**src/include/rv_settings.svh**
```systemverilog
`ifndef RV_SETTINGS_SVH
`define RV_SETTINGS_SVH

// data word width
`define XLEN 32

// byte address held in the program counter
`define PC_WIDTH 16

// memory depths in 32-bit words
`define IMEM_WORDS 64
`define DMEM_WORDS 64

// register index
`define REG_ADDR_W 5

`endif
```
**src/hdl/rv_dmem.sv**
```systemverilog
`timescale 1ns/10ps

`include "rv_settings.svh"

module rv_dmem (
    input  logic             clk,
    input  logic             we,
    input  logic [`XLEN-1:0] addr,
    input  logic [`XLEN-1:0] wdata,
    output logic [`XLEN-1:0] rdata
);

    // word index width
    localparam int AW = $clog2(`DMEM_WORDS);

    logic [`XLEN-1:0] mem [`DMEM_WORDS];
    logic [AW-1:0]    word_addr;

    // byte address to word index, high bits wrap
    assign word_addr = addr[AW+1:2];

    // store lands on the edge ending the cycle
    always_ff @(posedge clk) begin
        if (we) begin
            mem[word_addr] <= wdata;
        end
    end

    // lw sees memory in the same cycle
    assign rdata = mem[word_addr];

endmodule

```
**config.mk**
```make
export PLATFORM = sky130hd
export DESIGN_NAME = rv_dmem
export DESIGN_NICKNAME = d
export VERILOG_FILES = /design/src/hdl/rv_dmem.sv
export VERILOG_INCLUDE_DIRS = /design/src /design/src/include
export SDC_FILE = /design/constraint.sdc
export NUM_CORES = 2
export LEC_CHECK = 0
export ABC_AREA = 1
export CAP_MARGIN = 40
export CORE_MARGIN = 2
export CORE_UTILIZATION = 35
export CTS_CLUSTER_DIAMETER = 150
export DETAILED_ROUTE_END_ITERATION = 10
export DONT_BUFFER_PORTS = 1
export GPL_TIMING_DRIVEN = 1
export PLACE_DENSITY = 0.55
export SLEW_MARGIN = 20
export SYNTH_ARGS = -nofsm -noshare
export SYNTH_HDL_FRONTEND = slang
export SYNTH_SLANG_ARGS = --single-unit
```
**constraint.sdc**
```tcl
create_clock -name clk -period 5.7 [get_ports clk]
set_clock_uncertainty 0.05 [all_clocks]
set_input_delay 1.14 -clock clk [delete_from_list [all_inputs] [get_ports clk]]
set_output_delay 1.14 -clock clk [all_outputs]
set_load 0.005 [all_outputs]
```
# Yosys cells after proc, flatten, opt, wreduce, memory -nomap -nowiden
# Memory sizes are Yosys's and may differ from the RTL's.
# Index checks and enable logic that the tools add are counted.
dict set report totals {
  n_memories 1
  input_bits 66
  regBits 0
  out_inout_bits 32
  wordCells 3
  ramBits 2048
}
dict set report classes {
  n_mux 2
}
# memory depth word_bits rd rd_clocked_by_memory_dff write_ports line_no
set memory_table {}
lappend memory_table {mem 64 32 1 0 1 rv_dmem.sv:16} ;# logic [`XLEN-1:0] mem [`DMEM_WORDS];
# cell count
set ops {}
lappend ops {{1-bit 2-to-1 mux} 2}

# Depth between registers and ports, before layout
dict set report depth {
  ltp_word 2
  mapped_depth 15
}

# Worst setup path after synthesis
# OpenSTA, ideal clock, no wires.
dict set report synth_path {
  kind {input to register}
  start {input port addr[2]}
  end {memory mem[41][0] (netlist name), enable pin}
  stages 6
  n_path_buf 4
  required_time_ns 5.148
  slack_ns 0.225
  arrival_ns 4.923
  path_cell_list {buf_4 -> inv_2 -> buf_6 -> buf_4 -> buf_2 -> nor4_1}
}
# item line_no
set synth_rtl {}
lappend synth_rtl {{from (decl)} rv_dmem.sv:8} ;# input logic [`XLEN-1:0] addr,
lappend synth_rtl {{to (decl)} rv_dmem.sv:16}
# No word-level cell before the write port.

# Final worst setup path
dict set report layout_path {
  start {input port addr[2]}
  end {output port rdata[25]}
}
dict set report layout_via {
  elab_chain_len 1
}
# item line_no
set layout_rtl {}
lappend layout_rtl {{memory read 64 x 32 bit} n/a}
lappend layout_rtl {{to (decl)} rv_dmem.sv:10} ;# output logic [`XLEN-1:0] rdata
# Every way passes these cells.

==> impl_metrics.env <==
export IMPL_status="finished, final reports clean"
export IMPL_period_needed_ns=5.56
export IMPL_synth_area_leader_cell="edfxtp_1"
export IMPL_cp_endpoint="rdata[25]"
export IMPL_worst_hold_slack_ns=0.338
export IMPL_clock_sinks=2048
export IMPL_grt_total_usage=0.200
export IMPL_nFillCells=23200
export IMPL_die_w_um=499
export IMPL_first_global_vias=53100
export IMPL_setup_violations=0
export IMPL_p_leak_nw=40.0
export IMPL_initial_core_util=0.352
export IMPL_drive_gt1_frac=0.0695
export IMPL_io_pins=98
export IMPL_antenna_found_initial=8
export IMPL_path_clk_slew_ns=0.06
export IMPL_worstSetupPathType="input pin to output port"
export IMPL_start_kind="input pin"
export IMPL_drc_errors=0
export IMPL_postSynthCellCount=8408
export IMPL_die_h_um=499
export IMPL_ys_warn_count=0
export IMPL_period_share=0.976
export IMPL_largest_reg_flops=2048
export IMPL_regMostFlops="mem"
export IMPL_rsz0062_at_grt="false"
export IMPL_coreArea_um2=244000
export IMPL_root_buffer="clkbuf_16"
export IMPL_cts_setup_buffers=0
export IMPL_ys_types=20
export IMPL_cts_buffers=214
export IMPL_vias=57100
export IMPL_synth_seq_area_share=0.716
export IMPL_synthesis_nets=8474
export IMPL_synth_edf_count=2048
export IMPL_antenna_left=0
export IMPL_cts_tree="yes"
export IMPL_fin_tns_setup_ns=0
export IMPL_async_flop_share=0
export IMPL_synth_area_per_cell_um2=10.2
export IMPL_required_ns=4.51
export IMPL_path_max_fanout=172
export IMPL_worst_pin_slew_ns=1.30
export IMPL_yosys_register_bits=2048
export IMPL_wl_um=255000
export IMPL_wl_per_cell_um=21.6
export IMPL_ys_flop_type="edfxtp_1"
export IMPL_synth_top_area_frac=0.716
export IMPL_cts_buffer_depth=3
export IMPL_endpoint_kind="output port"
export IMPL_pwr_density_cell_nw_per_um2=325
export IMPL_crit_path_start="addr[2]"
export IMPL_post_cts_resized=0
export IMPL_synth_most_common_cell="nand2_1"
export IMPL_dieArea_um2=249000
export IMPL_grt_max_degree=1041
export IMPL_holdBufCountCts=0
export IMPL_firstDrtPassIters=5
export IMPL_port_buffers=0
export IMPL_hold_violations=0
export IMPL_grt_pass1_wl_um=367000
export IMPL_syn_area_um2=85900
export IMPL_max_cap_viol_count=0
export IMPL_fmax_mhz=180
export IMPL_yosys_top_cells_count="5728 x nand2_1, 2048 x edfxtp_1, 244 x buf_2"
export IMPL_arrival_ns=4.37
export IMPL_netlist_top_cells_area="edfxtp_1 72%, nand2_1 25%, buf_2 1.4%"
export IMPL_dp_hpwl_um=135000
export IMPL_peakVddDrop_mv=0.266
export IMPL_std_cell_rows=181
export IMPL_htree_levels=4
export IMPL_gp_congestion=0.810
export IMPL_grt_overflow=0
export IMPL_initialDrtViolationCount=5806
export IMPL_syn2layout_area_growth_pct=13.5
export IMPL_drv_slew=0
export IMPL_worst_slew_margin_rel=0.132
export IMPL_fin_nets=8485
export IMPL_min_path_type="input pin to register"
export IMPL_vias_per_cell=4.83
export IMPL_reg_top3="mem: 2048 flops"
==> cell usage in the layout (no fill, tap or decap) <==
cell type / instances
buf_12: 35
buf_16: 12
buf_4: 166
buf_8: 2
bufinv_16: 12
clkbuf_1: 65
clkbuf_16: 220
clkinv_1: 48
clkinv_2: 33
clkinv_4: 1
clkinv_8: 1
clkinvlp_4: 7
diode_2: 5
edfxtp_1: 2048
inv_1: 16
inv_16: 3
inv_2: 11
inv_6: 5
inv_8: 3
nand2_1: 5720
nand2_2: 8
nand3_1: 13
nand4_1: 2
nor2_1: 74
nor2_2: 1
nor2_4: 62
nor3_2: 1
nor3_4: 7
nor4_2: 2
o211ai_1: 5
o21ai_0: 5
o21ai_1: 2
or2_1: 1
or2_2: 5
==> area by class of cell <==
cell class / count / area, µm² / share of cell area
Timing Repair Buffer: 217 / 2360 / 0.0242
Multi-Input combinational cell: 5908 / 22800 / 0.234
Clock inverter: 110 / 887 / 0.00910
Inverter: 30 / 135 / 0.00139
Sequential cell: 2048 / 61500 / 0.631
Tap cell: 3202 / 4010 / 0.0411
Antenna cell: 5 / 12.5 / 0.000128
Clock buffer: 283 / 5700 / 0.0585
==> critical path, cell delays in order <==
cell and delay [ns]:
buf_16 0.49, buf_16 0.50, buf_16 0.56, nand2_1 0.10, nand2_1 0.10, nand2_1 0.05
nand2_1 0.07, nand2_1 0.05, nand2_1 0.13, nand2_1 0.11, nand2_1 0.18, nor2_1 0.23
nand2_2 0.17
==> report_power, final <==
| group | switching [mW] | internal [mW] |
|---|---|---|
| clock network | 5.82 | 7.54 |
| registers | 0.0214 | 16.7 |
| logic | 1.15 | 0.451 |
==> metal layers <==
metal | global-route usage | share of wire
met5 | 0 | 0.000051
met4 | 0.0612 | 0.030
met3 | 0.0281 | 0.065
met2 | 0.328 | 0.47
met1 | 0.274 | 0.43
==> worst min-delay path by stage <==
stage	start	end	cells past startpoint
floorplan	wdata[0]	mem[0][0]	0
global placement	wdata[27]	mem[8][27]	0
detailed placement	wdata[27]	mem[8][27]	0
CTS	wdata[27]	mem[8][27]	0
global route	wdata[27]	mem[11][27]	0
finish	wdata[27]	mem[8][27]	0
==> cell families (layout without fill, tap and decap cells) <==
family	after synthesis	count (layout)	share of synthesized area
buffers and inverters	452	640	0.0241
and+or+nand+nor	5896	5896	0.259
other	0	5	0
AOI/OAI and AO/OA	12	12	0.000845
DFF	2048	2048	0.716
==> per-stage QoR <==
step                cells  instance area [µm²]  worst slack, ns  total power, mW   util
floorplan            8408                85900            0.225             18.1      -
global placement    11400                90300            0.576             18.5  0.371
detailed placement  11400                90600            0.517             18.5  0.372
CTS                 11800                97200            0.605             31.7  0.399
global route        11800                97400           0.0144             32.6  0.400
finish              11800                97400            0.136             31.7  0.400
No activity file was read; power rests on OpenSTA's default activity.
