<file path="src/include/rv_settings.svh">
`ifndef RV_SETTINGS_SVH
`define RV_SETTINGS_SVH

// data word width
`define XLEN 32

// byte address held in the program counter
`define PC_WIDTH 16

// memory depths in 32-bit words
`define IMEM_WORDS 64
`define DMEM_WORDS 64

// register index
`define REG_ADDR_W 5

`endif
</file>
<file path="src/hdl/rv_imem.sv">
`timescale 1ns/10ps

`include "rv_settings.svh"

module rv_imem (
    input  logic                 clk,
    input  logic                 prog_we,
    input  logic [5:0]           prog_addr,
    input  logic [`XLEN-1:0]     prog_data,
    input  logic [`PC_WIDTH-1:0] pc,
    output logic [`XLEN-1:0]     instr
);

    // word index width
    localparam int AW = $clog2(`IMEM_WORDS);

    logic [`XLEN-1:0] mem [`IMEM_WORDS];

    // program load, one word per strobe
    always_ff @(posedge clk) begin
        if (prog_we) begin
            mem[prog_addr] <= prog_data;
        end
    end

    // fetch by word, byte offset dropped
    assign instr = mem[pc[AW+1:2]];

endmodule

</file>
<file path="config.mk">
export PLATFORM = sky130hd
export DESIGN_NAME = rv_imem
export DESIGN_NICKNAME = d
export VERILOG_FILES = /design/src/hdl/rv_imem.sv
export VERILOG_INCLUDE_DIRS = /design/src /design/src/include
export SDC_FILE = /design/constraint.sdc
export NUM_CORES = 2
export LEC_CHECK = 0
export BUFFER_PORTS_ARGS = -buffer_cell sky130_fd_sc_hd__buf_2
export CAP_MARGIN = 20
export CORE_ASPECT_RATIO = 2
export CORE_MARGIN = 2
export CORE_UTILIZATION = 45
export CTS_BUF_LIST = sky130_fd_sc_hd__clkbuf_8
export DETAILED_ROUTE_END_ITERATION = 8
export GPL_ROUTABILITY_DRIVEN = 0
export HOLD_SLACK_MARGIN = 0.1
export PLACE_DENSITY_LB_ADDON = 0.08
export SETUP_SLACK_MARGIN = 0.4
export SKIP_CTS_REPAIR_TIMING = 1
export SYNTH_ARGS = -nofsm -noshare
export SYNTH_HDL_FRONTEND = slang
export SYNTH_SLANG_ARGS = --single-unit
</file>
<file path="constraint.sdc">
create_clock -name clk -period 8.12 [get_ports clk]
set_clock_uncertainty 0.2 [all_clocks]
set_input_delay 0.812 -clock clk [delete_from_list [all_inputs] [get_ports clk]]
set_output_delay 0.812 -clock clk [all_outputs]
set_load 0.01 [all_outputs]
</file>
# Word level (Yosys, flattened, before mapping)
# Memories as Yosys holds them, arrays and structs flattened.
# Index checks and enable logic that the tools add are counted.
dict set report totals {
  wordCells 3
  mem_count 1
  output_inout_bits 32
  in_bits 56
  regBits 0
  mem_bits_rw 2048
}
# memory words word_bits rd rd_ports_with_merged_regs write_ports line_no
set mem_list {}
lappend mem_list {mem 64 32 1 0 1 rv_imem.sv:17} ;# logic [`XLEN-1:0] mem [`IMEM_WORDS];
dict set report op_classes {
  muxes 2
}
# op n
set op_table {}
lappend op_table {{1-bit 2-to-1 mux} 2}

# Depth between registers and ports, before layout
dict set report depth {
  depth_word 2
  ltp_mapped 10
  mapped_depth_nobuf 5
}

# Least setup slack after synthesis
# No wires, ideal clock.
dict set report synth_path {
  path_type {input port to flip-flop}
  startpoint {in prog_addr[3]}
  endpoint {mem mem[48][0] in the netlist's numbering (enable)}
  stages 4
  setup_slack_ps 3948
  required_ps 7459
  n_path_buf 1
  arrival_time_ps 3511
  setup_time_ps 461
  path_cell_list {clkbuf_1 -> nor2b_1 -> nand4b_1 -> nor3_1}
}
# item line_no
set synth_rtl {}
lappend synth_rtl {{start, declared} rv_imem.sv:8} ;# input logic [5:0] prog_addr,
lappend synth_rtl {{end, declared} rv_imem.sv:17}
# Straight into the memory's write port.

# Worst setup path in the final report
dict set report layout_path {
  startpoint {in pc[2]}
  endpoint {out instr[30]}
}
dict set report layout_between {
  elab_chain_cells 1
}
# item line_no
set layout_lines {}
lappend layout_lines {{start, declared} rv_imem.sv:10} ;# input logic [`PC_WIDTH-1:0] pc,
lappend layout_lines {{memory 64 x 32 bit} n/a}
lappend layout_lines {{end, declared} rv_imem.sv:11} ;# output logic [`XLEN-1:0] instr
# Every way passes these cells.

==> impl_metrics.csv <==
group,metric,value,unit
worst_hold_path,hp-start,"prog_data[27]",
cts,clock-sinks,2048,
worst_hold_path,holdPathStages,1,
sta,clock.fmax,194,MHz
synth,synthTopCellsByArea,"edfxtp_1, mux4_2, mux2i_1",
die,rows,216,
synth,synth_simple_gate_area_share,0.0128,
synth,synth_top_area_frac,0.790,
power,ir_drop,0.000173,V
synth,synth_nets,3348,
power,p_leak,27.3,nW
status,status,"complete, no violations",
routing,num_vias,35977,
finish,final_layout_size_suffix_gt1_frac,0.305,
synth,yosysSeqAreaShare,0.790,
die,dieArea,177000,µm²
finish,fillers,13975,
synth,yosysTopAreaCell,"edfxtp_1",
grt,grt-ovfl-total,0,
sta,slew_viol_final,0,
synth,synth.avg_cell_area,23.7,µm²
cts,htree_num_levels,5,
die,core_area,172000,µm²
cts,clk_path_buf_depth,4,
synth,synth-xor-area-share,0,
finish,finalNetCount,3695,
sta,fin_setup_tns,0,ns
grt,grtUsageTotal,0.225,
finish,final_cells,6144,
synth,synthMuxAreaShare,0.169,
finish,synthToLayoutAreaGrowth,12.4,%
routing,drt-wirelength-per-cell,32.0,µm
grt,grt_pass1_wl,281,mm
cts,clockRootBuffer,"clkbuf_8",
finish,utilization,0.507,
die,die_h,592,µm
synth,ys_top_cells_by_count,"edfxtp_1, mux4_2, nor2_1",
sta,fin_crit,5.16,ns
grt,grt_pass1_vias,38028,
die,ios,88,
worst_hold_path,min_to,"mem[42][27]$_DFFE_PP_",
synth,synth_top_family_by_area,"multiplexers",
placed_design,place_hpwl,104,mm
sta,rsz0062_at_grt,"false",
worst_setup_path,arrival,4.15,ns
synth,synth_ff_type,"edfxtp_1",
synth,synth_most_common_cell,"edfxtp_1",
worst_setup_path,worstSetupPathType,"in -> out",
die,die_w,298,µm
power,power_density,232,nW/µm²
worst_setup_path,startpoint_type,"input port",
cts,cts_tree,"built",
synth,yosys_warnings,0,
grt,antenna_found_initial,8,
routing,ant_nets,0,
synth,synth-compound-area-share,0.0169,
synth,synthArstFlopShare,0,
synth,synthCells,3292,
synth,synth_edf_count,2048,
sta,setup_viol,0,
worst_setup_path,cp.required,7.11,ns
finish,reg.largest.list,"mem (2048)",
die,start_util,0.452,
worst_setup_path,crit_path_max_fanout,57,
synth,ys_ff_latch,2048,
routing,vias_per_cell,5.86,
sta,tightest_slew,1.30,ns
routing,drc_errors,0,
sta,hold_viol,0,
routing,wirelength,197,mm
worst_setup_path,timing.critical_path.to_type,"output pin",
sta,max_slew_margin,0.128,
finish,largest_register_ffs,2048,
placed_design,io_buffer_count,77,
job,cap_violations,0,
worst_hold_path,worstHoldPathType,"in -> reg",
sta,fin_crit_sh,0.635,
routing,first_pass_iters,8,
synth,synth_fa_ha_area_frac,0,
finish,regMostFlops,"mem",
routing,drt_iter0_markers,3116,
synth,synth_cell_type_count,33,
cts,clkTransAtPathRegs,0.06,ns
synth,synth_area,77900,µm²
cts,numCtsBuffers,298,
placed_design,place_inst,5597,
grt,grt_max_degree,87,
[stage by stage]
step / hold slack [ns] / worst slack (ns) / area, µm² / power [mW]
6_report: 0.123 / 2.96 / 87500 / 20.3
5_1_grt: 0.0986 / 2.73 / 87500 / 21.0
4_1_cts: 0.126 / 2.86 / 87000 / 20.5
3_5_place_dp: 1.12 / 2.85 / 81800 / 13.1
3_3_place_gp: 1.11 / 2.86 / 81800 / 13.0
2_1_floorplan: 0.711 / 3.95 / 77900 / 12.5
[area by class of cell]
type	instances	area [µm²]	share of cell area
sequential	2048	61500	0.703
multi-input combinational	1062	16000	0.182
clock buffer	304	4180	0.0478
tap	2289	2860	0.0327
timing repair buffer	229	1950	0.0223
clock inverter	207	1020	0.0117
antenna	5	12.5	0.000143
[critical path: stages]
cell and delay, ns:
buf_8 0.56, buf_4 0.44, buf_4 0.45, mux4_2 0.31, o221ai_1 0.16, a21oi_1 0.65
a21oi_1 0.14, nor2_1 0.36, buf_2 0.21
[worst max-delay path by stage]
stage                       startpoint              endpoint  slack (ns)  cells past startpoint
after floorplan           prog_addr[3]  mem[48][0]$_DFFE_PP_        3.95                      4
after global placement           pc[3]             instr[10]        2.86                      7
after detailed placement         pc[2]             instr[30]        2.85                      9
after CTS                        pc[2]             instr[30]        2.86                      9
after global routing             pc[2]              instr[5]        2.73                      9
final                            pc[2]             instr[30]        2.96                      9
[layout by cell type, fill, tap and decap left out, types with 6 or more instances in the layout]
master,count
edfxtp_1,2048
mux4_2,544
clkbuf_8,304
buf_4,111
mux2i_1,93
inv_1,87
o22ai_1,84
clkinv_1,79
nor2_1,75
buf_2,73
a21oi_1,62
nor2_4,62
o221ai_1,27
buf_12,27
nand2_1,26
clkinv_2,20
nor2b_1,15
dlygate4sd3_1,13
a22oi_1,12
clkinvlp_4,12
a311oi_1,8
nand2b_1,7
bufinv_16,6
[routing by layer]
metal  global-route usage  vias to the layer above  wire length [µm]
met5                    0                        -                39
met1                0.294                    19692             78600
met2                0.387                     1101            101000
met4               0.0857                        6              7450
li1                     -                    14863                 -
met3               0.0315                      315              9360
[power by group]
group | internal, mW | leakage [nW] | total (mW) | switching [mW]
sequential | 11.7 | 18.4 | 11.7 | 0.0141
clock | 3.66 | 2.95 | 7.46 | 3.80
combinational | 0.413 | 5.88 | 1.11 | 0.699
[cells by family (layout without fill, tap and decap cells)]
kind of cell | Yosys count | after routing
AND/OR/NAND/NOR | 223 | 223
flip-flops | 2048 | 2048
buffers and inverters | 182 | 740
other | 0 | 5
multiplexers | 637 | 637
AO/OA/AOI/OAI | 202 | 202
No activity file was read; power rests on OpenSTA's default activity.
