### src/include/rv_settings.svh
`ifndef RV_SETTINGS_SVH
`define RV_SETTINGS_SVH

// data word width
`define XLEN 32

// byte address held in the program counter
`define PC_WIDTH 16

// memory depths in 32-bit words
`define IMEM_WORDS 64
`define DMEM_WORDS 64

// register index
`define REG_ADDR_W 5

`endif
### src/hdl/rv_pkg.sv
package rv_pkg;

    // ------------------------------------------------------------------------
    // major opcode classes, bits [6:0] of the instruction
    // ------------------------------------------------------------------------
    typedef enum logic [6:0] {
        op_r      = 7'b0110011,
        op_i      = 7'b0010011,
        op_load   = 7'b0000011,
        op_store  = 7'b0100011,
        op_branch = 7'b1100011,
        op_jal    = 7'b1101111
    } opcode_e;

    // ------------------------------------------------------------------------
    // alu operations
    // ------------------------------------------------------------------------
    typedef enum logic [2:0] {
        alu_add = 3'b000,
        alu_sub = 3'b001,
        alu_and = 3'b010,
        alu_or  = 3'b011,
        alu_slt = 3'b101
    } alu_op_e;

    // immediate layout selected by the decoder
    typedef enum logic [1:0] {
        imm_i = 2'b00,
        imm_s = 2'b01,
        imm_b = 2'b10,
        imm_j = 2'b11
    } imm_src_e;

    // write-back source for the register file
    typedef enum logic [1:0] {
        res_alu = 2'b00,
        res_mem = 2'b01,
        res_pc4 = 2'b10
    } result_src_e;

endpackage

### src/hdl/rv_control.sv
`timescale 1ns/10ps

module rv_control
    import rv_pkg::*;
(
    input  logic        rst_n,
    input  opcode_e     op,
    input  logic [2:0]  funct3,
    input  logic        funct7_5,
    output logic        reg_write,
    output logic        alu_src,
    output logic        mem_write,
    output logic        branch,
    output logic        jump,
    output imm_src_e    imm_src,
    output result_src_e result_src,
    output alu_op_e     alu_control
);

    // decoded writes before reset gating
    logic    dec_reg_write;
    logic    dec_mem_write;
    // operation picked from the funct fields
    alu_op_e funct_op;

    // ------------------------------------------------------------------------
    // alu decoder, only r-type honours funct7 bit 5
    // ------------------------------------------------------------------------
    always_comb begin
        case (funct3)
            3'b000:  funct_op = (op == op_r && funct7_5) ? alu_sub : alu_add;
            3'b010:  funct_op = alu_slt;
            3'b110:  funct_op = alu_or;
            3'b111:  funct_op = alu_and;
            default: funct_op = alu_add;
        endcase
    end

    // ------------------------------------------------------------------------
    // main decoder
    // ------------------------------------------------------------------------
    always_comb begin
        // defaults, nothing written
        dec_reg_write = 1'b0;
        dec_mem_write = 1'b0;
        alu_src       = 1'b0;
        branch        = 1'b0;
        jump          = 1'b0;
        imm_src       = imm_i;
        result_src    = res_alu;
        alu_control   = alu_add;
        case (op)
            op_r: begin
                dec_reg_write = 1'b1;
                alu_control   = funct_op;
            end
            op_i: begin
                dec_reg_write = 1'b1;
                alu_src       = 1'b1;
                alu_control   = funct_op;
            end
            // address = rs1 + offset
            op_load: begin
                dec_reg_write = 1'b1;
                alu_src       = 1'b1;
                result_src    = res_mem;
            end
            op_store: begin
                dec_mem_write = 1'b1;
                alu_src       = 1'b1;
                imm_src       = imm_s;
            end
            // compare by subtraction
            op_branch: begin
                branch      = 1'b1;
                imm_src     = imm_b;
                alu_control = alu_sub;
            end
            op_jal: begin
                dec_reg_write = 1'b1;
                jump          = 1'b1;
                imm_src       = imm_j;
                result_src    = res_pc4;
            end
            default: ;
        endcase
    end

    // no state changes while held in reset
    assign reg_write = dec_reg_write && rst_n;
    assign mem_write = dec_mem_write && rst_n;

endmodule

### config.mk
export PLATFORM = sky130hd
export DESIGN_NAME = rv_control
export DESIGN_NICKNAME = d
export VERILOG_FILES = /design/src/include/rv_settings.svh /design/src/hdl/rv_pkg.sv /design/src/hdl/rv_control.sv
export SDC_FILE = /design/constraint.sdc
export NUM_CORES = 1
export LEC_CHECK = 0
export ABC_AREA = 1
export CORE_AREA = 2 2 39 41
export DETAILED_ROUTE_END_ITERATION = 16
export DIE_AREA = 0 0 41 43
export DONT_BUFFER_PORTS = 1
export GPL_ROUTABILITY_DRIVEN = 0
export PLACE_DENSITY = 0.3
export SLEW_MARGIN = 20
export SYNTH_ARGS = -nofsm -noshare
export SYNTH_HDL_FRONTEND = slang
export SYNTH_SLANG_ARGS = --single-unit
### constraint.sdc
create_clock -name vclk -period 1.2
set_input_delay 0.12 -clock vclk [all_inputs]
set_output_delay 0.12 -clock vclk [all_outputs]
set_load 0.05 [all_outputs]
### After elaboration in Yosys (flattened, before gate mapping)

Index checks and enable logic that the tools add are counted.

| word-level totals | value |
|---|---|
| register bits | 0 |
| output and inout bits | 12 |

| operators by class | value |
|---|---|
| equal/unequal tests | 9 |
| muxes and demuxes | 10 |
| reduce and logical (&&, ||, !) cells | 7 |

Operator list:

| kind | number |
|---|---|
| $eq 7x6->1 const B | 2 |
| $eq 7x7->1 const B | 2 |
| $pmux 3 s4 | 1 |
| $eq 7x2->1 const B | 1 |
| $eq 7x5->1 const B | 1 |
| $eq 3x3->1 const B | 2 |
| $mux 1 | 6 |
| $pmux 2 s3 | 1 |
| $pmux 3 s2 | 1 |
| $pmux 2 s2 | 1 |
| $reduce_or 4->1 | 1 |
| $eq 3x2->1 const B | 1 |
| $logic_and 1x1->1 | 3 |
| $logic_not 3->1 | 1 |
| $reduce_or 3->1 | 1 |
| $reduce_or 2->1 | 1 |

### Longest topological paths before layout

| depth | value |
|---|---|
| word-level depth | 5 |
| mapped depth | 7 |

### Worst setup path before layout

No wires, ideal clock.

| timing | value |
|---|---|
| kind | input to output |
| start | input op[3] |
| end | output alu_control[2] |
| arrival time | 1436 ps |
| required time | 1080 ps |
| slack | -356 ps |
| stages | 3 |
| buffers on the path | 0 |
| path through | nor2_1 -> nand4_1 -> nor3_1 |

| between the ends | value |
|---|---|
| longest elaborated chain between the ends | 3 |
| elaborated cells between the ends (all ways) | 5 |

Ends and longest elaborated chain:

| element | RTL line | text |
|---|---|---|
| start: declaration | rv_control.sv:7 | `input opcode_e op,` |
| $eq 7x6->1 or $eq 7x5->1 (tied branches) | rv_control.sv:52 | `case (op)` |
| $reduce_or 2->1 (no source line) | -- |  |
| $pmux 3 s2 (*) | rv_control.sv:52 |  |
| end: declaration | rv_control.sv:17 | `output alu_op_e alu_control` |

Mark *: on every way between the ends. The rest lies on a longest branch, timed or not.

### Final worst setup path

| timing | value |
|---|---|
| start | input op[3] |
| end | output reg_write |

| between the ends | value |
|---|---|
| longest elaborated chain between the ends | 4 |
| elaborated cells between the ends (all ways) | 7 |

Ends and longest elaborated chain:

| element | RTL line | text |
|---|---|---|
| $eq 7x6->1 (tied with other cells) | rv_control.sv:52 |  |
| $reduce_or 4->1 (no source line) (*) | -- |  |
| $mux 1 (*) | rv_control.sv:52 |  |
| $logic_and 1x1->1 (*) | rv_control.sv:90 | `assign reg_write = dec_reg_write && rst_n;` |
| end: declaration | rv_control.sv:10 | `output logic reg_write,` |

Marked as above.

==> impl_metrics.yaml <==
detailed_routing:
  drc_errors: 0
  antenna_left: 0
  via_per_inst: 3.84
  top_layer: "met3"
  wl_met2_um: 268
  wirelength_um: 588
  wl_met3_um: 75
  drt_iter0_markers: 5
  firstDrtPassIters: 3
  wl_per_cell_um: 7.95
  num_vias: 284
  wl_met1_um: 244
final_layout:
  drive_above_1_share_pct: 34.5
  syn_to_final_growth_pct: 65.5
  clockBufferCount: 0
  final_nets: 72
  ff_latch_area_sq_um: 0
  flops_and_latches: 0
  multi_input_area_sq_um: 169
  n_antenna_cell: 0
  fill_cells: 160
setup_path:
  crit_path_max_fanout: 3
  crit_arrival_ns: 0.84
  end_kind: "primary output"
  crit_required_ns: 1.08
  worstSetupPathType: "in2out"
  critPathLaunchType: "input port"
sta:
  finalHoldViolCount: 0
  period_needed_ns: 0.960
  post-route-period-util_pct: 80.0
  fmax_ghz: 1.04
  timing.final.ws_setup_ns: 0.240
  setup_violations: 0
  rsz0062_at_grt: "no"
  tns_ns: 0
  slew_headroom_pct: 71.9
  tightest_slew_ns: 0.420
  maxSlewViolCount: 0
synthesis:
  synth_area_leaders: "nor2_1, inv_1, nand2_1"
  synth_most_common_cell: "nor2_1"
  synth_top_area_share_pct: 21.1
  synthesis.nets: 61
  ys_top_cells_by_count: "nor2_1, inv_1, nand2_1"
  synth_area_sq_um: 214
  yosysTopAreaCell: "nor2_1"
  seq_area_frac_synth_pct: 0
  postSynthAreaPerCell_sq_um: 4.37
  synth_cell_types: 10
  postSynthCellCount: 49
  yosys_warnings: 0
clocking:
  cts.repair.resized: 0
  cts-hold-fix-buffers: 0
  cts_setup_buffers: 0
die:
  fp.dieArea_sq_um: 1760
  die_y_um: 43
  coreArea_sq_um: 1380
  die_width_um: 41
  ios: 24
  row_count: 14
  initial_utilization_pct: 15.5
power:
  ir_drop_v: 0.0000420
  powerDensity_nw_per_um2: 141
  power_leakage_uw: 0.000232
grt:
  grtUsageTotal_pct: 6.99
  overflow: 0
  grt_pass1_wl_um: 938
  antenna_found_initial: 0
  grt_pass1_vias: 261
  grt_max_degree: 5
placement:
  port_buffers: 0
  dp_slack_ns: 0.223
  dp_hpwl_um: 555
job:
  maxCapViolCount: 0
worst_hold_path:
  hold_path_class: "in2out"
run_status:
  status: "completed"
final timing paths:
path / start / slack, ns / to / cells past startpoint
min: funct3[2] / 0.44 / alu_control[2] / 2
max: op[3] / 0.24 / reg_write / 6
critical path, cell delays in order:
cell and delay [ns]:
nor2_1 0.13, nand4_1 0.20, nand3_1 0.12, nand2_1 0.05, inv_1 0.08, buf_12 0.14
kinds of logic (layout without fill, tap and decap cells):
group / Yosys count / after routing / share of synthesized area, %
and+or+nand+nor: 34 / 34 / 71.9
buffers and inverters: 15 / 24 / 28.1
placed cells by master (no fill, tap or decap), drive strengths merged:
cell    n
nand4   2
nor2   13
buf    10
nor3    1
nand3   4
inv    14
nand2  14
metrics by stage:
stage / power, uW / area, sq um / hold WS [ns] / instances / util [%]
after CTS: 50.8 / 354 / 0.440 / 74 / 25.6
after floorplan: 40.7 / 229 / 0.342 / 49 / -
after global placement: 50.9 / 354 / 0.438 / 74 / 25.6
final: 49.9 / 354 / 0.438 / 74 / 25.6
after detailed placement: 50.7 / 354 / 0.440 / 74 / 25.6
after global routing: 55.7 / 354 / 0.443 / 74 / 25.6
routing by layer:
| layer | GRT usage [%] | vias up |
|---|---|---|
| li1 | - | 160 |
| met1 | 9.49 | 114 |
| met2 | 11.6 | 10 |
| met3 | 1.57 | 0 |
| met4 | 0 | 0 |
| met5 | 0 | - |
power breakdown:
group	internal, uW	switching [uW]	leakage (uW)
Combinational	16.4	33.6	0.000232
Sequential	0	0	0
Clock	0	0	0
Total	16.4	33.6	0.000232
layout make-up:
type | count | share of cell area [%]
Multi-Input combinational cell | 34 | 47.7
Tap cell | 16 | 5.65
Timing Repair Buffer | 10 | 31.8
Inverter | 14 | 14.8
Power figures use the tool's default switching activity.
